File: src/common/consolePkg.sv
package consolePkg;

    // screen geometry, the address map below depends on it
    localparam int textColumns = 80;
    localparam int textRows = 25;
    localparam int cellCount = textColumns * textRows;

    typedef logic [7:0] Char_t;
    typedef logic [7:0] ScanCode_t;
    typedef logic [10:0] CellAddr_t;   // row * 80 + column
    typedef logic [6:0] Column_t;
    typedef logic [4:0] Row_t;

    typedef struct packed {
        Row_t row;
        Column_t column;
    } Cursor_t;

    // one character from an input path, valid for a single cycle
    typedef struct packed {
        logic valid;
        Char_t code;
    } CharEvent_t;

    typedef struct packed {
        logic enable;
        CellAddr_t address;
        Char_t data;
    } CellWrite_t;

    // wishbone word address, cells at 0..1999
    typedef logic [11:0] WbAddr_t;
    localparam WbAddr_t cursorColumnAddr = 12'd2048;
    localparam WbAddr_t cursorRowAddr = 12'd2049;

    typedef struct packed {
        logic cycle;
        logic strobe;
        logic writeEnable;
        WbAddr_t address;
        Char_t writeData;
    } WbRequest_t;

    typedef struct packed {
        logic ack;
        Char_t readData;
    } WbResponse_t;

    // control characters the writer acts on
    localparam Char_t charCarriageReturn = 8'h0D;
    localparam Char_t charLineFeed = 8'h0A;
    localparam Char_t charBackspace = 8'h08;

endpackage

File: src/uart/uartReceiver.sv
module uartReceiver #(
    parameter int clocksPerBit = 434
) (
    input  logic                   clk,
    input  logic                   reset,
    input  logic                   rx,
    output consolePkg::CharEvent_t charOut
);

    localparam int countWidth = $clog2(clocksPerBit);

    typedef enum logic [1:0] {
        stateIdle,
        stateStart,
        stateData,
        stateStop
    } State_t;

    State_t state;
    logic [1:0] rxSync;
    logic rxLine;
    logic [countWidth-1:0] bitTimer;
    logic [2:0] bitIndex;
    logic halfDone;
    logic timerDone;
    logic validReg;
    consolePkg::Char_t shiftReg;

    // two flops against metastability, line idles high
    always_ff @(posedge clk) begin
        if (reset) rxSync <= 2'b11;
        else rxSync <= {rxSync[0], rx};
    end

    assign rxLine = rxSync[1];
    assign halfDone = bitTimer == countWidth'(clocksPerBit / 2 - 1);
    assign timerDone = bitTimer == countWidth'(clocksPerBit - 1);

    always_ff @(posedge clk) begin
        if (reset) begin
            state <= stateIdle;
            bitTimer <= '0;
            bitIndex <= '0;
            validReg <= 1'b0;
        end else begin
            validReg <= 1'b0;
            bitTimer <= bitTimer + 1'b1;
            case (state)
                stateIdle: begin
                    bitTimer <= '0;
                    if (!rxLine) state <= stateStart;   // falling start edge
                end
                stateStart: if (halfDone) begin
                    bitTimer <= '0;
                    bitIndex <= '0;
                    state <= rxLine ? stateIdle : stateData;   // reject glitches
                end
                stateData: if (timerDone) begin
                    bitTimer <= '0;
                    bitIndex <= bitIndex + 1'b1;
                    if (bitIndex == 3'd7) state <= stateStop;
                end
                stateStop: if (timerDone) begin
                    validReg <= rxLine;   // framing error drops the byte
                    state <= stateIdle;
                end
                default: state <= stateIdle;
            endcase
        end
    end

    // lsb first, sampled at bit centers
    always_ff @(posedge clk) begin
        if (state == stateData && timerDone) shiftReg <= {rxLine, shiftReg[7:1]};
    end

    assign charOut = '{valid: validReg, code: shiftReg};

    validOnlyAfterStop: assert property (@(posedge clk) disable iff (reset)
        validReg |-> $past(state) == stateStop);

endmodule

File: config.mk
export PLATFORM = sky130hd
export DESIGN_NAME = uartReceiver
export DESIGN_NICKNAME = d
export VERILOG_FILES = /design/src/common/consolePkg.sv /design/src/uart/uartReceiver.sv
export SDC_FILE = /design/constraint.sdc
export NUM_CORES = 1
export LEC_CHECK = 0
export ABC_AREA = 1
export CAP_MARGIN = 15
export CORE_ASPECT_RATIO = 1.25
export CORE_MARGIN = 2
export CORE_UTILIZATION = 60
export DETAILED_ROUTE_END_ITERATION = 10
export DONT_BUFFER_PORTS = 1
export GPL_ROUTABILITY_DRIVEN = 1
export PLACE_DENSITY = 0.76
export SLEW_MARGIN = 20
export SYNTH_ARGS = -nofsm -noshare
export SYNTH_HDL_FRONTEND = slang
export SYNTH_SLANG_ARGS = --single-unit
File: constraint.sdc
create_clock -name clk -period 1.8 [get_ports clk]
set_input_delay 0.27 -clock clk [delete_from_list [all_inputs] [get_ports clk]]
set_output_delay 0.27 -clock clk [all_outputs]
set_load 0.05 [all_outputs]
==> results of run 1 <==
==> stage by stage <==
stage	worst slack, ps	cell area [sq um]	cells	util, %
after floorplan	540.1	1210	136	-
after global placement	432.1	1227	155	63.37
after detailed placement	364.7	1227	155	63.37
after CTS	330.6	1269	160	65.50
after global routing	212.5	1269	160	65.50
final	347.3	1269	160	65.50
==> area by class of cell <==
| type | count | area (sq um) |
|---|---|---|
| multi-input cells | 86 | 531.8 |
| clock buffers | 3 | 22.52 |
| fillers | 162 | 668.1 |
| repair buffers | 1 | 10.01 |
| clock inverters | 1 | 8.758 |
| well taps | 20 | 25.02 |
| flip-flops and latches | 25 | 580.6 |
| inverters | 24 | 90.09 |
==> worst max-delay path by stage <==
| stage | slack (ps) | cells after the start | endpoint | start |
|---|---|---|---|---|
| finish | 350 | 9 | bitIndex[0] | bitTimer[1] |
| global route | 210 | 6 | bitTimer[8] | bitTimer[0] |
| CTS | 330 | 9 | bitIndex[0] | bitTimer[1] |
| detailed placement | 360 | 9 | bitIndex[0] | bitTimer[1] |
| global placement | 430 | 6 | bitTimer[8] | bitTimer[0] |
| floorplan | 540 | 6 | shiftReg[0] | bitTimer[1] |
==> worst max-delay path: cells and delay by family (launching register included) <==
kind	cells	cell delay [ps]
simple gates	7	770
fa+ha+maj	1	170
flops	1	350
buf+inv	1	110
==> report_power, final <==
part	switching, uW	total [uW]	internal, uW
clock network	175	266	90.6
registers	10.0	598	588
logic	52.0	81.0	28.9
==> sequential cells by signal, indices dropped and copies added (netlist names), named ones only <==
| register | count |
|---|---|
| bitTimer | 9 |
| state | 1 |
| validReg | 1 |
| rxSync | 2 |
| shiftReg | 8 |
| bitIndex | 3 |
==> cells by family (layout without fill, tap and decap cells) <==
group	Yosys count	count (layout)	share of synthesized area, %
fa+ha+maj	5	5	5.171
compound gates	10	10	4.963
buf+inv	25	29	8.066
simple gates	68	68	31.64
flops	25	25	47.98
xor+xnor	3	3	2.172
==> metal layers <==
metal	share of wire, %	global-route usage, %
met1	41	21.17
met2	53	38.73
met3	3.3	4.027
met4	2.9	9.091
met5	0	0
==> Yosys cell counts (3+ instances only) <==
cell | instances | share of area (%)
ha_1 | 5 | 5.2
inv_2 | 8 | 2.5
o21a_1 | 3 | 1.9
dfxtp_1 | 17 | 28
nand2_1 | 24 | 7.4
nor2_4 | 3 | 2.8
o21ai_0 | 3 | 1.2
nand3b_1 | 3 | 1.9
nand3_1 | 4 | 1.7
edfxtp_1 | 8 | 20
nand4_1 | 3 | 1.6
nor2_1 | 15 | 4.7
nand2_2 | 5 | 2.6
inv_1 | 15 | 4.7
xor2_1 | 3 | 2.2
==> metrics, run 1 <==
outcome finished, final reports clean; type of origin of the critical path flop; grt total ovfl 0; DRC Markers 0; MaxCap Viol Count 0; fin crit period 1453 ps; worst-path cell chain inv_1, ha_1, nand2_1, nor2_4, nand2_4, nor2_8, nand3b_1, nand2_1, nor2_1; Initial Util 62.47%; die width 44.17 um; async set-or-reset flop fraction in the synthesized netlist 0%; Slew @ Worst Pin 496.5 ps; hold path cells 1; crit end category flop; RSZ-0062 raised after global routing false; CORE AREA 1937 sq um; CTS tree built; share of cells above drive strength 1 20.71%; Final TNS setup 0 ps; hold path endpoint rxSync[0]; DR vias 849; Die H 54.21 um; diode count 0; Top FF cell, synth dfxtp_1; cell leakage power 0.0005562 uW; fin nets 149; postcts setup bufs 0; vias in the first global route 827; Critical Path AT 1730 ps; # IOs 12; Setup CP Type reg2reg; synth warn 0; later-pin clock latency in the skew report 320 ps; Syn Area/Cell 8.896 sq um; Final Max Tran Viols 0; IO buf count 0; PwrDens 744.5 nW/um^2; routed vias/inst 5.306; clock sink count 25; initial antenna violation count 0; Site Rows 18; R2R depth 9; first-pass GRT wire length 3491 um; final setup violation count 0; die footprint 2394 sq um; DR iter-0 viols 16; CTS Hold Buffers Added 1; Routed Antenna Nets 0; synthesized area 1210 sq um; worst vdd ir 0.5385 mV; largest fanout on the critical path 14; RePlAce Congestion 0.7759; Cell variety after synth 28; Final Skew 1.167 ps; Final Hold Slack 36.06 ps; Crit Reg-Reg Endpoint bitIndex[0]; max incr delay on CP 350 ps; Hold Path Origin rx; most frequent cells in the layout nand2_1, dfxtp_1, inv_1, nor2_1; number of synthesized flops with an enable pin 8; GRT Overall Usage 20.34%; commonest non-fill, non-tap cell in the layout nand2_1; flop-to-flop setup slack 350 ps; critical path's most frequent cell nand2_1; 1st-pass router iterations 4; root buf cell clkbuf_4; layout overhead on the synthesized area 4.861%; Wirelength per Cell 12.48 um; Critical-path top delay cell dfxtp_1; largest net degree at the start of global routing 17; # H-tree levels 1; Final period util 80.70%; CTS Buf Count 3; total power 944.5 uW; post-DP HPWL 1553 um; cells after synthesis 136; final WL 1997 um; synthesized flop and latch total 25; Crit path required time 2080 ps; post-synthesis sequential area ratio 47.98%; worst min path class in2reg; Synth Net Count 144; Longest Clk Path Bufs 2; Fin. Hold Viols 0; Worst slew margin 66.90%; Reg clk slew, reported paths 140 ps; Fmax 0.6884 GHz; PostCTS Resize Cnt 0; launching point of the worst reg2reg path bitTimer[1]
No activity file was read; power rests on OpenSTA's default activity.
==> inputs of run 2 (changes only) <==
Settings changed: CORE_UTILIZATION 60 to 55, PLACE_DENSITY 0.76 to 0.73.
Clock period 1.8 ns to 1.3 ns, I/O delays scaled along.
==> run 2 against run 1 <==
Net effect:
- the flow now finishes with violations (negative setup slack)
- count of clock-buffer cells in the layout stayed put
- clock power grew 23%
- global-route usage down 0.78 points
- via count rose by 9.4%
- flip-flop and latch count did not move
- final cell count rose by 12%
- critical path depth shrank 3
- first-iteration DRC count rose by 88%
- register-to-register slack got worse by 410 ps
- critical path type unchanged
- largest cell class is now multi-input combinational cells
==> metrics, run 2 (same netlist as run 1, synthesis figures left out) <==
outcome finished with violations (was finished, final reports clean); failing checks negative setup slack; root buf cell clkbuf_4 (unchanged); DR iter-0 viols 30 (was 16); die width 45.95 um (was 44.17 um); CTS Buf Count 3 (unchanged); DRC Markers 0 (unchanged); area occupied by multi-input gates 633.1 sq um (was 531.8 sq um); Hold Path Origin reset (was rx); NetSw 328.1 uW (was 237.2 uW); most frequent cells in the layout nand2_1, buf_4, dfxtp_1 (was nand2_1, dfxtp_1, inv_1, nor2_1); CTS tree built (unchanged); Routed Antenna Nets 0 (unchanged); # IOs 12 (unchanged); cell leakage power 0.0006487 uW (was 0.0005562 uW); largest register by flop count bitTimer (unchanged); first-pass GRT wire length 3712 um (was 3491 um); non-filler cells, final 179 (was 160); Internal 991.5 uW (was 707.3 uW); Sw Ratio 24.86% (was 25.12%); largest fanout on the critical path 7 (was 14); fin area 1515 sq um (was 1269 sq um); RePlAce Congestion 0.8083 (was 0.7759); number of fill cells 159 (was 162); routed vias/inst 5.190 (was 5.306); hold path cells 3 (was 1); clock sink count 25 (unchanged); Site Rows 19 (was 18); final setup violation count 19 (was 0); Setup CP Type reg2reg (unchanged); crit end category flop (unchanged); worst setup margin -62.83 ps (was 347.3 ps); fin crit period 1363 ps (was 1453 ps); fin nets 167 (was 149); launching point of the worst reg2reg path bitTimer[1] (unchanged); Crit path required time 1320 ps (was 2080 ps); Placed Instances 168 (was 155); Longest Clk Path Bufs 2 (unchanged); PwrDens 870.9 nW/um^2 (was 744.5 nW/um^2); largest registers bitTimer: 9 flops, shiftReg: 8 flops, bitIndex: 3 flops (unchanged); Slew @ Worst Pin 469.0 ps (was 496.5 ps); largest net degree at the start of global routing 15 (was 17); Wirelength per Cell 12.64 um (was 12.48 um); share of cells above drive strength 1 41.77% (was 20.71%); # H-tree levels 1 (unchanged); later-pin clock latency in the skew report 310 ps (was 320 ps); Post-DP Area 1319 sq um (was 1227 sq um); Final Max Tran Viols 0 (unchanged); final WL 2263 um (was 1997 um); Initial Util 56.55% (was 62.47%); R2R depth 6 (was 9); Reg area 589.3 sq um (was 580.6 sq um); Final period util 104.8% (was 80.70%); Crit Reg-Reg Endpoint shiftReg[2] (was bitIndex[0]); vias in the first global route 896 (was 827); diode count 0 (unchanged); Fmax 0.7338 GHz (was 0.6884 GHz); worst min path class in2reg (unchanged); RSZ-0062 raised after global routing true (was false); Final Skew 7.142 ps (was 1.167 ps); max FFs per register 9 (unchanged); Logic pwr share 12.1% (was 8.6%); worst vdd ir 0.7734 mV (was 0.5385 mV); Die H 56.44 um (was 54.21 um); die footprint 2593 sq um (was 2394 sq um); type of origin of the critical path flop (unchanged); Final Util 70.82% (was 65.50%); initial antenna violation count 0 (unchanged); grt total ovfl 0 (unchanged); CORE AREA 2140 sq um (was 1937 sq um); Reg clk slew, reported paths 130 ps (was 140 ps); Fin. Hold Viols 0 (unchanged); flop-to-flop setup slack -60 ps (was 350 ps); sequential share of power 63.0% (was 63.3%); IO buf count 0 (unchanged); GRT Overall Usage 19.56% (was 20.34%); 1st-pass router iterations 4 (unchanged); DR vias 929 (was 849); hold path endpoint bitTimer[4] (was rxSync[0]); post-DP HPWL 1576 um (was 1553 um); layout overhead on the synthesized area 25.23% (was 4.861%); clock power share 24.9% (was 28.1%); MaxCap Viol Count 0 (unchanged); Critical Path AT 1380 ps (was 1730 ps); Worst slew margin 68.69% (was 66.90%); commonest non-fill, non-tap cell in the layout nand2_1 (unchanged)
run 2: cell count changes in the layout (fill, tap and decap cells not counted), sizes merged:
cell,change
inv,-1
nor2,+1
buf,+16
dlygate4sd3,+1
clkinv,+1
run 2: timing repair:
item | 4_1_cts | 5_1_grt
hold buffers | 2 | 0
gates resized for setup | 11 | 22
setup buffers | 1 | 3
setup endpoints to repair | 18 | 22
cloned | 1 | 0
pin swaps | 4 | 11
hold endpoints to repair | 4 | 0
run 2: worst max-delay path by stage:
stage / start / to / slack (ps) / cells after the start
after floorplan: bitTimer[1] / shiftReg[0] / 40 / 6
after global placement: bitTimer[0] / bitTimer[7] / -40 / 9
after detailed placement: bitTimer[1] / bitIndex[0] / -70 / 9
after CTS: bitTimer[1] / shiftReg[2] / -30 / 6
after global routing: bitTimer[0] / bitIndex[0] / -160 / 10
final: bitTimer[1] / shiftReg[2] / -60 / 6
run 2: power groups by stage:
| stage | Sequential (uW) | Combinational, uW | Clock (uW) |
|---|---|---|---|
| 6_report | 832 | 160 | 328 |
| 3_3_place_gp | 843 | 118 | 0 |
| 4_1_cts | 829 | 136 | 345 |
| 2_1_floorplan | 842 | 93.6 | 0 |
| 5_1_grt | 835 | 180 | 375 |
| 3_5_place_dp | 843 | 122 | 0 |
run 2: final cells by class:
| type | count | share of cell area [%] |
|---|---|---|
| Sequential cell | 25 | 38.89 |
| Tap cell | 21 | 1.734 |
| Clock buffer | 3 | 1.486 |
| Clock inverter | 1 | 0.3303 |
| Multi-Input combinational cell | 87 | 41.78 |
| Inverter | 24 | 6.276 |
| Timing Repair Buffer | 18 | 9.496 |
run 2: through the flow:
stage / TNS [ps] / power [uW] / setup slack [ps] / hold WS, ps
floorplan: 0 / 935.3 / 40.06 / 264.1
global placement: -256.0 / 961.1 / -36.84 / 274.3
detailed placement: -757.5 / 965.0 / -70.37 / 270.3
CTS: -298.4 / 1310 / -34.08 / 14.55
global route: -2763 / 1390 / -164.1 / 26.41
finish: -877.0 / 1320 / -62.83 / 22.59
run 2: critical path: stages, from the launching register on:
cell,delay (ps)
dfxtp_4,390
inv_4,80
ha_4,130
nand2_4,50
nor2_4,110
nand2_4,110
nor2_4,200
run 2: metal layers:
layer	up-vias	GRT usage (%)	routed length (um)
met5	-	0	0
met1	437	21.44	892
met4	0	11.02	24
met3	2	2.894	58
met2	15	33.73	1289
li1	475	-	-
