===== src/common/consolePkg.sv =====
package consolePkg;

    // screen geometry, the address map below depends on it
    localparam int textColumns = 80;
    localparam int textRows = 25;
    localparam int cellCount = textColumns * textRows;

    typedef logic [7:0] Char_t;
    typedef logic [7:0] ScanCode_t;
    typedef logic [10:0] CellAddr_t;   // row * 80 + column
    typedef logic [6:0] Column_t;
    typedef logic [4:0] Row_t;

    typedef struct packed {
        Row_t row;
        Column_t column;
    } Cursor_t;

    // one character from an input path, valid for a single cycle
    typedef struct packed {
        logic valid;
        Char_t code;
    } CharEvent_t;

    typedef struct packed {
        logic enable;
        CellAddr_t address;
        Char_t data;
    } CellWrite_t;

    // wishbone word address, cells at 0..1999
    typedef logic [11:0] WbAddr_t;
    localparam WbAddr_t cursorColumnAddr = 12'd2048;
    localparam WbAddr_t cursorRowAddr = 12'd2049;

    typedef struct packed {
        logic cycle;
        logic strobe;
        logic writeEnable;
        WbAddr_t address;
        Char_t writeData;
    } WbRequest_t;

    typedef struct packed {
        logic ack;
        Char_t readData;
    } WbResponse_t;

    // control characters the writer acts on
    localparam Char_t charCarriageReturn = 8'h0D;
    localparam Char_t charLineFeed = 8'h0A;
    localparam Char_t charBackspace = 8'h08;

endpackage


===== src/ps2/scanCodeMap.sv =====
module scanCodeMap (
    input  consolePkg::ScanCode_t scanCode,
    input  logic                  shift,
    output consolePkg::Char_t     charCode
);

    consolePkg::Char_t baseCode;

    // scan code set 2, lower case by default
    always_comb begin
        case (scanCode)
            8'h1C: baseCode = "a";
            8'h32: baseCode = "b";
            8'h21: baseCode = "c";
            8'h23: baseCode = "d";
            8'h24: baseCode = "e";
            8'h2B: baseCode = "f";
            8'h34: baseCode = "g";
            8'h33: baseCode = "h";
            8'h43: baseCode = "i";
            8'h3B: baseCode = "j";
            8'h42: baseCode = "k";
            8'h4B: baseCode = "l";
            8'h3A: baseCode = "m";
            8'h31: baseCode = "n";
            8'h44: baseCode = "o";
            8'h4D: baseCode = "p";
            8'h15: baseCode = "q";
            8'h2D: baseCode = "r";
            8'h1B: baseCode = "s";
            8'h2C: baseCode = "t";
            8'h3C: baseCode = "u";
            8'h2A: baseCode = "v";
            8'h1D: baseCode = "w";
            8'h22: baseCode = "x";
            8'h35: baseCode = "y";
            8'h1A: baseCode = "z";
            8'h45: baseCode = "0";
            8'h16: baseCode = "1";
            8'h1E: baseCode = "2";
            8'h26: baseCode = "3";
            8'h25: baseCode = "4";
            8'h2E: baseCode = "5";
            8'h36: baseCode = "6";
            8'h3D: baseCode = "7";
            8'h3E: baseCode = "8";
            8'h46: baseCode = "9";
            8'h29: baseCode = " ";
            8'h5A: baseCode = consolePkg::charCarriageReturn;   // enter
            8'h66: baseCode = consolePkg::charBackspace;
            default: baseCode = '0;
        endcase
    end

    // shift only affects letters
    always_comb begin
        if (shift && baseCode >= "a" && baseCode <= "z") charCode = baseCode - 8'h20;
        else charCode = baseCode;
    end

endmodule


===== src/ps2/ps2Receiver.sv =====
module ps2Receiver (
    input  logic                   clk,
    input  logic                   reset,
    input  logic                   ps2Clk,
    input  logic                   ps2Data,
    output consolePkg::CharEvent_t charOut
);

    localparam consolePkg::ScanCode_t breakPrefix = 8'hF0;
    localparam consolePkg::ScanCode_t leftShiftCode = 8'h12;
    localparam consolePkg::ScanCode_t rightShiftCode = 8'h59;

    logic [1:0] clkSync;
    logic [1:0] dataSync;
    logic clkPrev;
    logic fallEdge;
    logic [10:0] frame;   // start, 8 data, parity, stop
    logic [3:0] bitCount;
    logic frameReady;
    logic frameGood;
    logic breakPending;
    logic leftShift;
    logic rightShift;
    logic validReg;
    consolePkg::Char_t codeReg;
    consolePkg::ScanCode_t scanCode;
    consolePkg::Char_t mappedChar;

    always_ff @(posedge clk) begin
        if (reset) begin
            clkSync <= 2'b11;
            dataSync <= 2'b11;
            clkPrev <= 1'b1;
        end else begin
            clkSync <= {clkSync[0], ps2Clk};
            dataSync <= {dataSync[0], ps2Data};
            clkPrev <= clkSync[1];
        end
    end

    assign fallEdge = clkPrev && !clkSync[1];

    always_ff @(posedge clk) begin
        if (fallEdge) frame <= {dataSync[1], frame[10:1]};
    end

    always_ff @(posedge clk) begin
        if (reset) begin
            bitCount <= '0;
            frameReady <= 1'b0;
        end else begin
            frameReady <= fallEdge && bitCount == 4'd10;
            if (fallEdge) bitCount <= (bitCount == 4'd10) ? 4'd0 : bitCount + 1'b1;
        end
    end

    assign scanCode = frame[8:1];
    assign frameGood = !frame[0] && frame[10] && (^frame[9:1]);   // odd parity

    scanCodeMap keyMap (
        .scanCode,
        .shift(leftShift || rightShift),
        .charCode(mappedChar)
    );

    always_ff @(posedge clk) begin
        if (reset) begin
            breakPending <= 1'b0;
            leftShift <= 1'b0;
            rightShift <= 1'b0;
            validReg <= 1'b0;
        end else begin
            validReg <= 1'b0;
            if (frameReady && frameGood) begin
                if (scanCode == breakPrefix) begin
                    breakPending <= 1'b1;
                end else if (breakPending) begin   // key release
                    breakPending <= 1'b0;
                    if (scanCode == leftShiftCode) leftShift <= 1'b0;
                    if (scanCode == rightShiftCode) rightShift <= 1'b0;
                end else if (scanCode == leftShiftCode) begin
                    leftShift <= 1'b1;
                end else if (scanCode == rightShiftCode) begin
                    rightShift <= 1'b1;
                end else begin
                    validReg <= mappedChar != '0;
                end
            end
        end
    end

    always_ff @(posedge clk) begin
        if (frameReady) codeReg <= mappedChar;
    end

    assign charOut = '{valid: validReg, code: codeReg};

    bitCountInRange: assert property (@(posedge clk) disable iff (reset) bitCount <= 4'd10);

endmodule


===== config.mk =====
export PLATFORM = sky130hd
export DESIGN_NAME = ps2Receiver
export DESIGN_NICKNAME = d
export VERILOG_FILES = /design/src/common/consolePkg.sv /design/src/ps2/scanCodeMap.sv /design/src/ps2/ps2Receiver.sv
export SDC_FILE = /design/constraint.sdc
export NUM_CORES = 1
export LEC_CHECK = 0
export ABC_AREA = 1
export BUFFER_PORTS_ARGS = -buffer_cell sky130_fd_sc_hd__buf_4
export CAP_MARGIN = 20
export CORE_MARGIN = 1
export CORE_UTILIZATION = 50
export CTS_BUF_LIST = sky130_fd_sc_hd__clkbuf_4 sky130_fd_sc_hd__clkbuf_8
export CTS_CLUSTER_SIZE = 14
export DETAILED_ROUTE_END_ITERATION = 12
export PLACE_DENSITY = 0.67
export SYNTH_ARGS = -nofsm -noshare
export SYNTH_HDL_FRONTEND = slang
export SYNTH_SLANG_ARGS = --single-unit

===== constraint.sdc =====
create_clock -name clk -period 2.4 [get_ports clk]
set_input_delay 0.24 -clock clk [delete_from_list [all_inputs] [get_ports clk]]
set_output_delay 0.24 -clock clk [all_outputs]
set_load 0.05 [all_outputs]

==> results.cfg, run 1 <==
[outcome]
outcome = finished, final reports clean

[pwr]
clkPwrFrac_pct = 36.4
combPwrFrac_pct = 12.4
swShare_pct = 24.5
seqPwrFrac_pct = 51.2
p_switching_uw = 356
powerDensity_nw_per_um2 = 525
ir_drop_mv = 0.244
power.internal_uw = 1090
p_leak_uw = 0.00132

[setup_path]
cp.required_ps = 2590
crit_type = flip-flop to flip-flop
critical_path.max_fanout = 8
cpPeakStageDelay_ps = 510
reg2reg_depth = 8
cp_slowest_cell = edfxtp_1
r2r_start = frame[8]$_DFFE_PP_
startpoint_type = flip-flop
crit_chain = inv_1 > ha_1 > xor2_1 > nand3b_1 > a21boi_0 > nand3_1 > nand3_1 > nand2_1
timing.rr.end = leftShift$_SDFFE_PP0P_
crit_start = frame[8]$_DFFE_PP_
end_kind = flip-flop
path_common_cell = nand3_1
arrival_ps = 2320
ff2ff_setup_slack_ps = 270

[layout]
final_common_cell = nand2_1
area_growth_pct = 9.47
final_cell_mix = 93 x nand2_1, 34 x inv_1, 30 x nor2_1
n_fill_cell = 451
multiInputGateArea_um2 = 1330
final_cell_count_no_fill = 407
seq_area_um2 = 991
nNetsFinal = 363
n_antenna_cell = 0
layout-drive-gt1-share_pct = 14.7
fin_util_pct = 57.7

[hold_path]
min_to = clkSync[0]$_SDFF_PP1_
min_path_type = input port to flip-flop
hp-start = ps2Clk
min_path_cells = 2

[routing]
vias = 2058
dr.pass1.iters = 4
viasPerCell = 5.06
drt_iter0_drc = 101
wl_um = 4820
ant_nets = 0
drc = 0
wl_per_cell_um = 11.9

[clock_network]
clk_path_buf_depth = 2
htree_levels = 2
cts_root_buf = clkbuf_8
clkSlewWorstSetupHoldPaths_ps = 80
clkLatencyLatePin_ps = 290
post_cts_resize_count = 0
cts_inserted_buffers = 5
post_cts_buffers = 0
cts_tree = done
cts.sinks = 40
holdBufCountCts = 0

[global_routing]
grt_pass1_wl_um = 8430
grt_antenna_before_repair = 0
first_global_vias = 1859
grt_max_degree = 20
grt.total_usage_pct = 20.7
grt_overflow = 0

[sta]
post-route-period-util_pct = 88.6
clock_skew_ps = 7.66
worst_slack_ps = 273
tightest_slew_ps = 386
fmax_mhz = 470
slew_viol_final = 0
layout_min_cycle_time_ps = 2130
rsz0062_at_grt = no
report.final.hold_viol_count = 0
slew_headroom_pct = 74.0
final.setup.tns_ps = 0
setup_viol = 0

[die]
die_y_um = 73.0
start_util_pct = 52.7
core-area_um2 = 4790
die_x_um = 73.0
rows = 25
pin_count = 13
die_area_um2 = 5330

[placed_design]
pre_cts_ws_ps = 291
buffer_ports.inserted = 12
dpl.hpwl_um = 3750
placed_cells = 399
place_congestion = 0.903

[synth]
synth_top_cell_area_share_pct = 22.6
yosysTopAreaCell = edfxtp_1
synthAdderAreaFrac_pct = 9.92
syn_inst = 324
synth_top_family_by_area = simple AND/OR/NAND/NOR gates
synthArstFlopShare_pct = 0
ys_ff_latch = 40
synth_area_um2 = 2520
yosysUniqueCellTypes = 39
synth_fp_nets = 348
synth_edf_count = 19
yosys-top-cells-area = edfxtp_1 23%, dfxtp_1 17%, nand2_1 14%, ha_1 9.9%, nand3_1 5.8%
synth_xor_xnor_area_share_pct = 1.04
synthSimpleGateAreaFrac_pct = 33.4
ys_warn_count = 0
synth_mux_area_share_pct = 0
ys_dominant_reg_cell = dfxtp_1
synth.avg_cell_area_um2 = 7.79
ys_seq_area_share_pct = 39.3
synth_compound_area_share_pct = 8.33

[job]
maxCapViolCount = 0
[worst max path at each step]
stage / to / slack (ps) / depth (start not counted)
final: leftShift$_SDFFE_PP0P_ / 270 / 8
after global routing: leftShift$_SDFFE_PP0P_ / 30 / 8
after CTS: leftShift$_SDFFE_PP0P_ / 280 / 8
after detailed placement: leftShift$_SDFFE_PP0P_ / 290 / 8
after global placement: leftShift$_SDFFE_PP0P_ / 310 / 8
after floorplan: leftShift$_SDFFE_PP0P_ / 540 / 8
[Yosys cell counts (3+ instances only)]
| master | number |
|---|---|
| edfxtp_1 | 19 |
| inv_2 | 3 |
| a21oi_1 | 6 |
| nand2_1 | 93 |
| nor2_1 | 30 |
| nand2_2 | 11 |
| nand3_1 | 29 |
| ha_1 | 20 |
| dfxtp_1 | 21 |
| nor3_1 | 4 |
| o21ai_0 | 10 |
| or2_2 | 5 |
| nor2_2 | 3 |
| inv_1 | 34 |
| nand4_1 | 5 |
[per-layer routing]
metal / share of wire (%) / track usage, %
met1: 49 / 27.6
met2: 46 / 33.5
met3: 3.6 / 4.01
met4: 1.3 / 6.97
met5: 0 / 0
[cell families after synthesis]
logic type	after synthesis
AND/OR/NAND/NOR	186
buffers and inverters	44
flip-flops	40
AO/OA/AOI/OAI	31
adder cells (fa/ha/maj)	20
XOR/XNOR	3
[critical path, delay by kind of cell (launching register included)]
kind                     cells  cell delay [ps]
buffers and inverters        1              260
flip-flops                   1              510
adder cells (fa/ha/maj)      1              290
AO/OA/AOI/OAI                1              360
XOR/XNOR                     1              160
AND/OR/NAND/NOR              4              450
[layout make-up]
type	count	area share, %
clock buffer	5	2.49
timing repair buffer	14	3.81
sequential	40	35.9
clock inverter	3	1.36
multi-input combinational	240	48.2
inverter	38	5.26
tap	67	3.04
[stage by stage]
step	area [um^2]	hold WS, ps	total power (uW)
2_1_floorplan	2520	344	901
3_3_place_gp	2660	386	937
3_5_place_dp	2660	391	937
4_1_cts	2760	120	1470
5_1_grt	2760	117	1520
6_report	2760	130	1450
[power groups by stage]
stage          logic [uW]  clock network, uW  registers, uW
2_1_floorplan         147                  0            754
3_3_place_gp          180                  0            758
6_report              180                528            742
4_1_cts               180                547            742
5_1_grt               207                570            744
3_5_place_dp          179                  0            758
Power figures use the tool's default switching activity.
==> run 2, diff against run 1 <==
--- a/config.mk
+++ b/config.mk
@@ -6,14 +6,14 @@
 export NUM_CORES = 1
 export LEC_CHECK = 0
 export ABC_AREA = 1
-export BUFFER_PORTS_ARGS = -buffer_cell sky130_fd_sc_hd__buf_4
 export CAP_MARGIN = 20
 export CORE_MARGIN = 1
 export CORE_UTILIZATION = 50
 export CTS_BUF_LIST = sky130_fd_sc_hd__clkbuf_4 sky130_fd_sc_hd__clkbuf_8
 export CTS_CLUSTER_SIZE = 14
 export DETAILED_ROUTE_END_ITERATION = 12
-export PLACE_DENSITY = 0.67
+export DONT_BUFFER_PORTS = 1
+export SETUP_SLACK_MARGIN = 0.4
 export SYNTH_ARGS = -nofsm -noshare
 export SYNTH_HDL_FRONTEND = slang
 export SYNTH_SLANG_ARGS = --single-unit
==> run 2 against run 1 <==
  * Flip-flop and latch count is the same
  * Power decreased by 5.8%
  * Fmax up 14%
  * Clock-buffer cell count increased by 2
  * First-iteration DRC count decreased by 32%
  * Sequential share of layout area increased by 0.93 points
  * Via count is 2.4% lower
  * Worst hold slack worse by 110 ps
  * Critical path type unchanged
==> results.cfg, run 2 (synthesis results as in run 1) <==
[outcome]
outcome = finished, final reports clean

[global_routing]
first_global_vias = 1855
grt_max_degree = 20
grt.total_usage_pct = 20.3
grt_overflow = 0
grt_pass1_wl_um = 8380
grt_antenna_before_repair = 0

[clock_network]
clk_path_buf_depth = 2
cts.sinks = 40
htree_levels = 2
cts_inserted_buffers = 5
clkLatencyLatePin_ps = 290
clkSlewWorstSetupHoldPaths_ps = 80
cts_tree = done
holdBufCountCts = 0
cts_root_buf = clkbuf_8

[die]
start_util_pct = 52.7
die_area_um2 = 5330
die_y_um = 73.0
rows = 25
core-area_um2 = 4790
die_x_um = 73.0
pin_count = 13

[setup_path]
crit_family = simple AND/OR/NAND/NOR gates
crit_type = flip-flop to flip-flop
cpPeakStageDelay_ps = 460
cp_slowest_cell = edfxtp_1
cp_num_buf_inv = 1
startpoint_type = flip-flop
r2r_start = frame[2]$_DFFE_PP_
crit_chain = buf_4 > nand3_1 > nand2_1 > ha_1 > nand2_1 > nor2_1 > a22oi_1 > nand2_1 > nand2_1 > nand2_1
ff2ff_setup_slack_ps = 530
path_common_cell = nand2_1
cp.required_ps = 2580
end_kind = flip-flop
arrival_ps = 2040
crit_start = frame[2]$_DFFE_PP_
critical_path.max_fanout = 4

[routing]
drc = 0
vias = 2008
drt_iter0_drc = 69
dr.pass1.iters = 4
wl_per_cell_um = 11.9
wl_um = 4740
viasPerCell = 5.02
ant_nets = 0

[sta]
slew_headroom_pct = 68.8
report.final.hold_viol_count = 0
final.setup.tns_ps = 0
setup_viol = 0
fmax_mhz = 535
slew_viol_final = 0
rsz0062_at_grt = yes
clock_skew_ps = 12.7
tightest_slew_ps = 467
layout_min_cycle_time_ps = 1870
post-route-period-util_pct = 77.8

[layout]
final_common_cell = nand2_1
n_fill_cell = 470
nNetsFinal = 356
multiInputGateArea_um2 = 1340
final_cell_count_no_fill = 400
final_cell_mix = 92 x nand2_1, 32 x inv_1, 29 x nand3_1, 29 x nor2_1, 20 x ha_1
layout-drive-gt1-share_pct = 15.6
n_antenna_cell = 0
seq_area_um2 = 996
area_growth_pct = 7.24

[pwr]
p_leak_uw = 0.00128
powerDensity_nw_per_um2 = 505
ir_drop_mv = 0.277
finalPower_uw = 1370

[placed_design]
buffer_ports.inserted = 0
dpl.hpwl_um = 3700
place_congestion = 0.914
placed_cells = 389

[hold_path]
min_path_type = input port to flip-flop
hp-start = reset

[job]
maxCapViolCount = 0
[run 2: changes by cell type in the layout (fill, tap and decap cells not counted), sizes merged]
cell	before	now
clkbuf	5	7
bufinv	1	0
buf	14	7
clkinv	2	1
[run 2: layout make-up]
type	count	share of cell area, %
sequential	40	36.8
clock buffer	7	3.10
clock inverter	1	0.185
multi-input combinational	240	49.5
inverter	38	5.37
tap	67	3.10
timing repair buffer	7	1.94
[run 2: timing repair]
action                                  in CTS  in global routing
pin swaps                                    0                  0
setup buffers                                0                  3
gates resized for setup                      1                  8
endpoints found under the setup margin       1                 10
[run 2: stage by stage]
step / cell area, um^2 / worst slack (ps) / utilization, % / hold slack (ps)
2_1_floorplan: 2520 / 545 / - / 344
3_3_place_gp: 2580 / 410 / 53.9 / 321
3_5_place_dp: 2580 / 389 / 53.9 / 320
4_1_cts: 2670 / 414 / 55.8 / 6.16
5_1_grt: 2710 / 382 / 56.5 / 2.04
6_report: 2710 / 533 / 56.5 / 15.3
[run 2: worst paths after layout]
kind / end / cells past startpoint
setup / recovery: flip-flop / 10
hold / removal: frameReady$_SDFF_PP0_ / 1
setup reg to reg: flip-flop / 10
hold reg to reg: dataSync[1]$_SDFF_PP1_ / 1
[run 2: worst register-to-register path, cell delays in order (launching register included)]
cell	delay, ps
edfxtp_1	460
buf_4	180
nand3_1	70
nand2_1	110
ha_1	330
nand2_1	130
nor2_1	80
a22oi_1	180
nand2_1	100
nand2_1	70
nand2_1	40
[run 2: report_power, final]
part	switching, uW	total [uW]	internal, uW	leakage, uW
Sequential	10.6	740	730	0.000345
Combinational	118	180	61.8	0.000884
Clock	220	446	227	0.0000491
[run 2: per-layer routing]
layer	up-vias	wire length [um]	global-route usage (%)
li1	1064	-	-
met1	899	2450	28.6
met2	37	2070	30.5
met3	8	146	4.01
met4	0	70	7.41
met5	-	0	0
