[src/common/consolePkg.sv]
package consolePkg;

    // screen geometry, the address map below depends on it
    localparam int textColumns = 80;
    localparam int textRows = 25;
    localparam int cellCount = textColumns * textRows;

    typedef logic [7:0] Char_t;
    typedef logic [7:0] ScanCode_t;
    typedef logic [10:0] CellAddr_t;   // row * 80 + column
    typedef logic [6:0] Column_t;
    typedef logic [4:0] Row_t;

    typedef struct packed {
        Row_t row;
        Column_t column;
    } Cursor_t;

    // one character from an input path, valid for a single cycle
    typedef struct packed {
        logic valid;
        Char_t code;
    } CharEvent_t;

    typedef struct packed {
        logic enable;
        CellAddr_t address;
        Char_t data;
    } CellWrite_t;

    // wishbone word address, cells at 0..1999
    typedef logic [11:0] WbAddr_t;
    localparam WbAddr_t cursorColumnAddr = 12'd2048;
    localparam WbAddr_t cursorRowAddr = 12'd2049;

    typedef struct packed {
        logic cycle;
        logic strobe;
        logic writeEnable;
        WbAddr_t address;
        Char_t writeData;
    } WbRequest_t;

    typedef struct packed {
        logic ack;
        Char_t readData;
    } WbResponse_t;

    // control characters the writer acts on
    localparam Char_t charCarriageReturn = 8'h0D;
    localparam Char_t charLineFeed = 8'h0A;
    localparam Char_t charBackspace = 8'h08;

endpackage

[src/hw/consoleWriter.sv]
module consoleWriter (
    input  logic                   clk,
    input  logic                   reset,
    input  consolePkg::CharEvent_t uartChar,
    input  consolePkg::CharEvent_t keyChar,
    output consolePkg::CellWrite_t cellWrite,
    output consolePkg::Cursor_t    cursor
);

    localparam consolePkg::Column_t lastColumn =
        consolePkg::Column_t'(consolePkg::textColumns - 1);
    localparam consolePkg::Row_t lastRow = consolePkg::Row_t'(consolePkg::textRows - 1);

    consolePkg::CharEvent_t uartSlot;
    consolePkg::CharEvent_t keySlot;
    logic takeUart;
    logic takeKey;
    logic active;
    logic printable;
    consolePkg::Char_t current;
    consolePkg::Row_t rowAdvanced;
    consolePkg::Cursor_t nextCursor;
    consolePkg::CellAddr_t cellAddr;
    logic writeEnable;
    consolePkg::CellAddr_t writeAddr;
    consolePkg::Char_t writeData;

    // one pending slot per source, uart has priority
    assign takeUart = uartSlot.valid;
    assign takeKey = keySlot.valid && !uartSlot.valid;
    assign active = takeUart || takeKey;
    assign current = takeUart ? uartSlot.code : keySlot.code;

    always_ff @(posedge clk) begin
        if (reset) begin
            uartSlot <= '0;
            keySlot <= '0;
        end else begin
            if (uartChar.valid) uartSlot <= uartChar;   // overwrites a full slot
            else if (takeUart) uartSlot.valid <= 1'b0;
            if (keyChar.valid) keySlot <= keyChar;
            else if (takeKey) keySlot.valid <= 1'b0;
        end
    end

    assign printable = current >= 8'h20 && current <= 8'h7E;
    assign rowAdvanced = (cursor.row == lastRow) ? '0 : cursor.row + 1'b1;   // no scrolling
    assign cellAddr = consolePkg::CellAddr_t'(cursor.row) * consolePkg::CellAddr_t'(80)
        + consolePkg::CellAddr_t'(cursor.column);

    always_comb begin
        nextCursor = cursor;
        if (active) begin
            if (printable) begin
                if (cursor.column == lastColumn) begin
                    nextCursor.column = '0;
                    nextCursor.row = rowAdvanced;
                end else begin
                    nextCursor.column = cursor.column + 1'b1;
                end
            end else if (current == consolePkg::charCarriageReturn) begin
                nextCursor.column = '0;
            end else if (current == consolePkg::charLineFeed) begin
                nextCursor.row = rowAdvanced;
            end else if (current == consolePkg::charBackspace && cursor.column != '0) begin
                nextCursor.column = cursor.column - 1'b1;
            end
            // anything else is dropped
        end
    end

    always_ff @(posedge clk) begin
        if (reset) begin
            cursor <= '0;
            writeEnable <= 1'b0;
        end else begin
            cursor <= nextCursor;
            writeEnable <= active && printable;
        end
    end

    // cell write lands at the old cursor position
    always_ff @(posedge clk) begin
        writeAddr <= cellAddr;
        writeData <= current;
    end

    assign cellWrite = '{enable: writeEnable, address: writeAddr, data: writeData};

    columnInRange: assert property (@(posedge clk) disable iff (reset)
        cursor.column < consolePkg::textColumns);
    rowInRange: assert property (@(posedge clk) disable iff (reset)
        cursor.row < consolePkg::textRows);

endmodule

[config.mk]
export PLATFORM = sky130hd
export DESIGN_NAME = consoleWriter
export DESIGN_NICKNAME = d
export VERILOG_FILES = /design/src/common/consolePkg.sv /design/src/hw/consoleWriter.sv
export SDC_FILE = /design/constraint.sdc
export NUM_CORES = 1
export LEC_CHECK = 0
export BUFFER_PORTS_ARGS = -buffer_cell sky130_fd_sc_hd__buf_2
export CAP_MARGIN = 20
export CORE_MARGIN = 2
export CORE_UTILIZATION = 46
export CTS_BUF_LIST = sky130_fd_sc_hd__clkbuf_2
export DETAILED_ROUTE_END_ITERATION = 8
export PLACE_DENSITY_LB_ADDON = 0.05
export SLEW_MARGIN = 20
export SYNTH_ARGS = -nofsm -noshare
export SYNTH_HDL_FRONTEND = slang
export SYNTH_SLANG_ARGS = --single-unit
[constraint.sdc]
create_clock -name clk -period 2.5 [get_ports clk]
set_clock_uncertainty 0.2 [all_clocks]
set_input_delay 0.5 -clock clk [delete_from_list [all_inputs] [get_ports clk]]
set_output_delay 0.5 -clock clk [all_outputs]
set_load 0.005 [all_outputs]
==> results of run 1 <==
logic make-up after synthesis:
kind of cell / count (synthesis)
compound gates: 45
xor+xnor: 12
fa+ha+maj: 16
buf+inv: 27
flops: 50
mux: 24
simple gates: 77
state kept, by name, summed over array words and instances, names as in the netlist:
| name | cells |
|---|---|
| writeData | 8 |
| uartSlot | 8 |
| keySlot | 9 |
| cursor | 12 |
| writeEnable | 1 |
| takeUart | 1 |
| writeAddr | 11 |
stage by stage:
step | worst slack (ps) | cells | hold WS, ps | utilization (%)
finish | 137 | 379 | 96.4 | 56.6
global route | 2.86 | 379 | 56.7 | 56.6
CTS | 38.9 | 378 | 65.2 | 55.9
detailed placement | 73.9 | 370 | 228 | 55.1
global placement | 96.1 | 370 | 216 | 55.1
floorplan | 15.3 | 251 | 150 | -
timing repair:
item                                    in CTS  in global routing
hold endpoints to repair                     0                  0
resized for setup                            0                 10
endpoints found under the setup margin       0                 10
buffers inserted                             0                  1
routing by layer:
metal,part of all wire [%],GRT usage [%],up-vias
li1,-,-,1000
met1,46,21.1,900
met2,48,28.9,50
met3,5.2,4.19,6
met4,1.1,4.82,0
met5,0,0,-
critical path, stage by stage (launching register included):
cell     delay (ps)
dfxtp_2         370
ha_1            290
ha_2            210
fa_2            580
or3b_4          390
xnor2_2         140
xnor2_1         120
cells in the final DEF, fill, tap and decap left out, drive strengths merged, types with 2 or more instances in the layout:
| master | netlist | final |
|---|---|---|
| a21o | 4 | 4 |
| nor3b | 3 | 3 |
| a221oi | 2 | 2 |
| inv | 11 | 11 |
| nor2 | 25 | 25 |
| xnor2 | 12 | 12 |
| a41oi | 2 | 2 |
| a21oi | 7 | 7 |
| dfxtp | 50 | 50 |
| clkinv | 0 | 3 |
| fa | 2 | 2 |
| nor3 | 9 | 9 |
| buf | 9 | 66 |
| clkbuf | 7 | 5 |
| and3 | 2 | 2 |
| nand2b | 4 | 4 |
| nand3 | 13 | 13 |
| o31ai | 2 | 2 |
| a211oi | 7 | 7 |
| mux2i | 16 | 16 |
| mux2 | 8 | 8 |
| nor2b | 2 | 2 |
| nand2 | 9 | 9 |
| o21ai | 11 | 11 |
| ha | 14 | 14 |
| nor4b | 5 | 5 |
| a311oi | 2 | 2 |
cell type report:
type	instances	area, sq um
Fill cell	477	2240
Multi-Input combinational cell	174	1390
Sequential cell	50	1000
Timing Repair Buffer	66	368
Tap cell	70	87.6
Inverter	11	41.3
Clock buffer	5	25.0
Clock inverter	3	16.3
power by group:
group	total [W]	internal [W]	switching (W)
registers	0.000885	0.000848	0.0000369
clock network	0.000308	0.0000650	0.000243
logic	0.000291	0.000142	0.000149
how the worst max path moves through the flow:
stage                            start                endpoint  slack (ps)  cells past startpoint
3_3_place_gp    cursor[8]$_SDFFE_PP0P_   writeAddr[10]$_DFF_P_         100                      7
4_1_cts         cursor[8]$_SDFFE_PP0P_   writeAddr[10]$_DFF_P_          40                      7
6_report        cursor[8]$_SDFFE_PP0P_   writeAddr[10]$_DFF_P_         140                      6
2_1_floorplan  cursor[10]$_SDFFE_PP0P_   writeAddr[10]$_DFF_P_          20                      7
3_5_place_dp    cursor[8]$_SDFFE_PP0P_   writeAddr[10]$_DFF_P_          70                      7
5_1_grt            takeUart$_SDFF_PP0_  cursor[5]$_SDFFE_PP0P_           3                      7
==> metrics.csv, run 1 <==
metric;value;unit
status;finished, final reports clean;
WP data arrival;2500;ps
initial drt markers;71;
Worst Hold Depth;3;
placeable core area;0.00517;sq mm
post-synthesis mux area share;10.4;%
total gr overflow;0;
MaxCap Viol Count;0;
Top-Level Pins;52;
H-tree depth;2;
DRC viols;0;
GRT Overall Usage;16.9;%
most frequent cell after synthesis;dfxtp_1;
#FFs+latches synth;50;
drt total wl;4790;microns
Placement Cell Area;0.00285;sq mm
peak supply drop;0.299;mV
routability congestion estimate;0.823;
Post-Synth Adder-Cell Area;8.59;%
Synth Area in Simple Gates;17.0;%
Critical Path Source Type;register;
Port Buffers;51;
layout cells sized above 1;33.0;%
Initial DRT Pass Iterations;4;
Die Width;77.8;microns
Final period util;94.5;%
Netlist cell types;48;
Syn Area/Cell;9.98;sq um
leading area contributor after synthesis;dfxtp_1;
Hold WC Path Type;input pin to register;
Worst Tran Pin Value;422;ps
design area;0.00293;sq mm
RSZ-0062 raised after global routing;no;
total CTS buffers;5;
area grow syn2layout;16.9;%
leak pwr;1.35;nW
hold bufs inserted after CTS;0;
nets@finish;344;
Initial Util;48.5;%
CTS tree;done;
prevailing post-synth register cell;dfxtp_1;
Clock Tree Buf Depth;2;
CTS Sinks;50;
Async S/R FF share, synth;0;%
endpoints failing hold;0;
Mapped Cells;251;
Overall Power;0.00148;W
Synth Area in Compound Gates;14.1;%
vias per inst;5.16;
vias in the first global route;1843;
largest family of logic cells by synthesized area;simple AND/OR/NAND/NOR gates;
# diodes;0;
DP HPWL;3670;microns
Yosys warnings;0;
final setup vio count;0;
R2R Setup Slk;140;ps
Sum Neg Setup Slack;0;ps
Hold Crit Endpoint;keySlot[6]$_SDFFE_PP0P_;
Die ar.;0.00605;sq mm
via count;1956;
top post-synthesis cells by count;dfxtp_1, nor2_1, mux2i_1;
first-pass GRT wire length;8350;microns
WL per Instance;12.6;microns
RR Endpoint;writeAddr[10]$_DFF_P_;
RR Startpoint;cursor[8]$_SDFFE_PP0P_;
Worst-Skew Late Latency;410;ps
initial antenna violation count;0;
Period minus WS final;2360;ps
Hold Startpoint;keyChar[6];
XOR/XNOR Fraction of Synth Area;4.19;%
R2R depth;6;
sequential element share of the synthesized area;39.9;%
final-report max-slew violation count;0;
Fmax;423;MHz
Die H;77.8;microns
crit end category;register;
largest net degree at the start of global routing;34;
CP Class;register to register;
Cell Pwr Density;507;mW/mm^2
Worst-path clk slew;230;ps
worst endpoint required time;2630;ps
CP max FO;3;
num rows;26;
Cell Area, Synth;0.00251;sq mm
Synth area leaders;dfxtp_1, ha_1, mux2i_1, xnor2_1, nor2_1;
DRT antenna net count;0;
share of the synthesized area in the top cell type;39.9;%
syn nets;287;
Slew headroom;71.5;%
root buf cell;clkbuf_2;
EDFF count, synth;0;
Note: power is estimated with default switching activity, not from simulation.
==> run 2, diff against run 1 <==
--- a/config.mk
+++ b/config.mk
@@ -13,4 +13,4 @@
 export DETAILED_ROUTE_END_ITERATION = 8
+export MAX_ROUTING_LAYER = met4
 export PLACE_DENSITY_LB_ADDON = 0.05
-export SLEW_MARGIN = 20
 export SYNTH_ARGS = -nofsm -noshare
--- a/constraint.sdc
+++ b/constraint.sdc
@@ -4,2 +4,2 @@
 set_output_delay 0.5 -clock clk [all_outputs]
-set_load 0.005 [all_outputs]
+set_load 0.05 [all_outputs]
==> run 2 against run 1 <==
  * Cell area rose by 0.64%
  * Hold slack worse by 12 ps
  * Core utilization is 0.36 points higher
  * Critical path type unchanged
==> metrics.csv, run 2 (same netlist as run 1, synthesis figures left out) <==
metric;value;unit
worst path cell trace;ha_4, ha_1, fa_1, xnor2_1, or3b_4, xnor2_2, xnor2_1;
vias in the first global route;1779;
hold bufs inserted after CTS;0;
Final Core Density;57.0;%
first-pass GRT wire length;8200;microns
most frequent cells in the layout;buf_2, dfxtp_1, nor2_1;
initial antenna violation count;0;
Initial Util;48.5;%
H-tree depth;2;
Clock Tree Buf Depth;2;
leak pwr;1.35;nW
Initial DRT Pass Iterations;4;
cell mode on critical path;xnor2_1;
Top-Level Pins;52;
CP max-delay cell;dfxtp_4;
Port Buffers;51;
placeable core area;0.00517;sq mm
status;finished, final reports clean;
Die H;77.8;microns
area of the multi-input gates;0.00138;sq mm
Sum Neg Setup Slack;0;ps
final setup vio count;0;
WL per Instance;12.9;microns
via count;1942;
biggest regs;cursor x12, writeAddr x11, keySlot x9;
# diodes;0;
worst stage delay on the critical path;410;ps
routability congestion estimate;0.786;
Hold Crit Endpoint;uartSlot[6]$_SDFFE_PP0P_;
Fmax;424;MHz
drt total wl;4830;microns
root buf cell;clkbuf_2;
Worst path top cell family by delay;adder cells;
CTS Sinks;50;
storage element area;0.00102;sq mm
RR Startpoint;cursor[8]$_SDFFE_PP0P_;
Die Width;77.8;microns
Die ar.;0.00605;sq mm
DP HPWL;3630;microns
RR Endpoint;writeAddr[10]$_DFF_P_;
R2R depth;7;
DRC viols;0;
Top reg by flops;cursor;
Worst-Skew Late Latency;420;ps
CP max FO;5;
Cell Pwr Density;608;mW/mm^2
area grow syn2layout;17.6;%
Worst Tran Pin Value;468;ps
total gr overflow;0;
peak supply drop;0.337;mV
largest net degree at the start of global routing;34;
Period minus WS final;2360;ps
vias per inst;5.19;
final-report max-slew violation count;0;
Critical Path Source Type;register;
CTS tree;done;
crit end category;register;
Final period util;94.3;%
CP Class;register to register;
Worst-path clk slew;240;ps
DRT antenna net count;0;
total CTS buffers;5;
WP data arrival;2510;ps
RSZ-0062 raised after global routing;no;
GRT Overall Usage;17.4;%
Largest register FFs;12;
num rows;26;
Hold Startpoint;uartChar[6];
Hold WC Path Type;input pin to register;
fillers;477;
R2R Setup Slk;140;ps
worst endpoint required time;2650;ps
most common cell after layout, fill and taps aside;buf_2;
layout cells sized above 1;32.9;%
Worst Hold Depth;3;
endpoints failing hold;0;
Slew headroom;68.8;%
initial drt markers;68;
MaxCap Viol Count;0;
Buf/Inv on CP;0;
nets@finish;339;
## run 2: cell count changes in the layout (fill, tap and decap cells not counted), sizes merged
cell and change:
bufinv +2, buf -5, clkinv -2
## run 2: how the worst max path moves through the flow
stage                                 start                     end  slack (ps)  cells past startpoint
CTS                 cursor[10]$_SDFFE_PP0P_   writeAddr[10]$_DFF_P_          30                      7
detailed placement   cursor[8]$_SDFFE_PP0P_   writeAddr[10]$_DFF_P_          90                      7
finish               cursor[8]$_SDFFE_PP0P_   writeAddr[10]$_DFF_P_         140                      7
global placement    cursor[10]$_SDFFE_PP0P_   writeAddr[10]$_DFF_P_         110                      7
floorplan           cursor[11]$_SDFFE_PP0P_   writeAddr[10]$_DFF_P_           6                      6
global route            takeUart$_SDFF_PP0_  cursor[1]$_SDFFE_PP0P_           6                      6
## run 2: final cells by class
| cell class | count | share of cell area, % |
|---|---|---|
| Timing Repair Buffer | 61 | 11.2 |
| Sequential cell | 50 | 34.5 |
| Inverter | 11 | 1.40 |
| Tap cell | 70 | 2.97 |
| Clock buffer | 5 | 0.849 |
| Multi-Input combinational cell | 174 | 46.9 |
| Clock inverter | 3 | 2.16 |
## run 2: worst reg2reg max path, stage by stage (launching register included)
cell	delay, ps
dfxtp_4	410
ha_4	230
ha_1	220
fa_1	380
xnor2_1	170
or3b_4	410
xnor2_2	140
xnor2_1	120
## run 2: what timing repair did
item                                    in CTS  in global routing
endpoints found under the setup margin       0                  9
resized for setup                            0                  3
buffers inserted                             0                  3
## run 2: through the flow
step	power, W	setup slack (ps)	hold slack (ps)	instances	cell area (sq um)
6_report	0.00179	142	84.3	374	2950
5_1_grt	0.00187	5.87	62.0	374	2950
4_1_cts	0.00181	32.4	67.2	371	2910
3_5_place_dp	0.00129	86.8	222	363	2830
3_3_place_gp	0.00129	106	220	363	2830
2_1_floorplan	0.00122	5.92	150	251	2530
## run 2: where the power goes
group          switching (W)  total [W]  internal [W]
registers          0.0000405   0.000887      0.000846
clock network       0.000249   0.000515      0.000266
logic               0.000251   0.000389      0.000138
total               0.000541    0.00179       0.00125
## run 2: metal layers
metal | part of all wire [%] | global-route usage, % | routed length (microns) | vias to the layer above
li1 | - | - | - | 992
met1 | 47 | 21.1 | 2270 | 900
met2 | 47 | 28.7 | 2290 | 46
met3 | 4.5 | 3.95 | 215 | 4
met4 | 1.1 | 5.36 | 53 | 0
met5 | 0 | - | 0 | -
==> run 3, diff against run 2 <==
- clock period: 2.5 -> 3.04 ns (I/O delays scaled with it)
==> run 3 against run 2 <==
  * Cell count is 1.9% lower
  * Via count is 3.0% lower
  * Non-clock buffer count is 7 lower
  * Clock-buffer cell count stayed put
  * Register-to-register slack better by 310 ps
  * Wire length is 3.8% lower
  * Worst setup slack better by 310 ps
==> metrics.csv, run 3 (same netlist as run 1, synthesis figures left out) <==
metric;value;unit
DRC viols;0;
num rows;26;
Final WS setup;449;ps
Top-Level Pins;52;
Port Buffers;51;
most common cell after layout, fill and taps aside;buf_2;
worst endpoint required time;3230;ps
GRT Overall Usage;16.5;%
RR Startpoint;cursor[10]$_SDFFE_PP0P_;
Worst Tran Pin Value;554;ps
vias per inst;5.13;
Worst-path clk slew;260;ps
Initial Util;48.5;%
non-filler cells, final;367;
RR Endpoint;writeAddr[10]$_DFF_P_;
DP HPWL;3470;microns
placeable core area;0.00517;sq mm
root buf cell;clkbuf_2;
CP Class;register to register;
Die ar.;0.00605;sq mm
largest net degree at the start of global routing;34;
layout cells sized above 1;27.9;%
via count;1883;
Worst-Skew Late Latency;440;ps
crit end category;register;
Largest register FFs;12;
Fmax;386;MHz
R2R Setup Slk;450;ps
WL per Instance;12.7;microns
Sum Neg Setup Slack;0;ps
CTS Sinks;50;
# diodes;0;
Final period util;85.2;%
DRT antenna net count;0;
placed instance count;359;
Die Width;77.8;microns
Hold WS;175;ps
biggest regs;cursor x12, writeAddr x11, keySlot x9;
Die H;77.8;microns
Clock Tree Buf Depth;2;
area grow syn2layout;12.3;%
Top reg by flops;cursor;
initial drt markers;65;
H-tree depth;2;
CP startpoint;cursor[10]$_SDFFE_PP0P_;
endpoints failing hold;0;
WP data arrival;2780;ps
CP max FO;7;
R2R depth;7;
peak supply drop;0.220;mV
initial antenna violation count;0;
first-pass GRT wire length;7760;microns
Initial DRT Pass Iterations;4;
RSZ-0062 raised after global routing;no;
CTS tree;done;
vias in the first global route;1708;
hold bufs inserted after CTS;0;
CP Capture Point;writeAddr[10]$_DFF_P_;
routability congestion estimate;0.776;
Critical Path Source Type;register;
DP Worst Slack;479;ps
final-report max-slew violation count;0;
Period minus WS final;2590;ps
Cell Pwr Density;470;mW/mm^2
Slew headroom;62.9;%
drt total wl;4650;microns
leak pwr;1.29;nW
MaxCap Viol Count;0;
final setup vio count;0;
post-CTS setup buffer count;0;
total gr overflow;0;
Overall Power;0.00132;W
post-CTS sizing;0;
Hold WC Path Type;input pin to register;
total CTS buffers;5;
status;finished, final reports clean;
nets@finish;332;
most frequent cells in the layout;buf_2, dfxtp_1, nor2_1;
[run 3: cell count changes in the layout (fill, tap and decap cells not counted), sizes merged]
cell | previous run | this run
bufinv | 2 | 0
clkinvlp | 0 | 1
buf | 61 | 54
inv | 11 | 12
[run 3: through the flow]
| stage | utilization [%] | instance area, sq um |
|---|---|---|
| after floorplan | - | 2510 |
| after global placement | 53.5 | 2770 |
| after detailed placement | 53.5 | 2770 |
| after CTS | 54.4 | 2810 |
| after global routing | 54.4 | 2810 |
| final | 54.4 | 2810 |
[run 3: critical path, stage by stage, from the launching register on]
cell,delay [ps]
dfxtp_1,510
ha_1,280
ha_1,230
fa_1,380
xnor2_1,170
or3b_2,480
xnor2_1,170
xnor2_1,130
[run 3: worst min-delay path by stage]
| stage | start | to | cells after the start |
|---|---|---|---|
| after floorplan | cursor[3]$_SDFFE_PP0P_ | writeAddr[3]$_DFF_P_ | 0 |
| after global placement | cursor[1]$_SDFFE_PP0P_ | writeAddr[1]$_DFF_P_ | 0 |
| after detailed placement | cursor[1]$_SDFFE_PP0P_ | writeAddr[1]$_DFF_P_ | 0 |
| after CTS | keyChar[5] | keySlot[5]$_SDFFE_PP0P_ | 3 |
| after global routing | keyChar[7] | keySlot[7]$_SDFFE_PP0P_ | 3 |
| final | keyChar[5] | keySlot[5]$_SDFFE_PP0P_ | 3 |
[run 3: layout make-up]
cell class / count / area [sq um]
Clock buffer: 5 / 25.0
Clock inverter: 3 / 20.0
Fill cell: 484 / 2360
Inverter: 11 / 41.3
Multi-Input combinational cell: 174 / 1360
Sequential cell: 50 / 1000
Tap cell: 70 / 87.6
Timing Repair Buffer: 54 / 278
[run 3: layer usage]
metal / vias up / GRT usage (%) / share of wire, %
met5: - / - / 0
met3: 7 / 3.02 / 4.4
met1: 850 / 19.9 / 47
met2: 45 / 27.2 / 48
li1: 981 / - / -
met4: 0 / 6.43 / 1.1
[run 3: report_power, final]
part	switching, W	internal, W
registers	0.0000327	0.000698
clock network	0.000218	0.0000570
logic	0.000205	0.000111
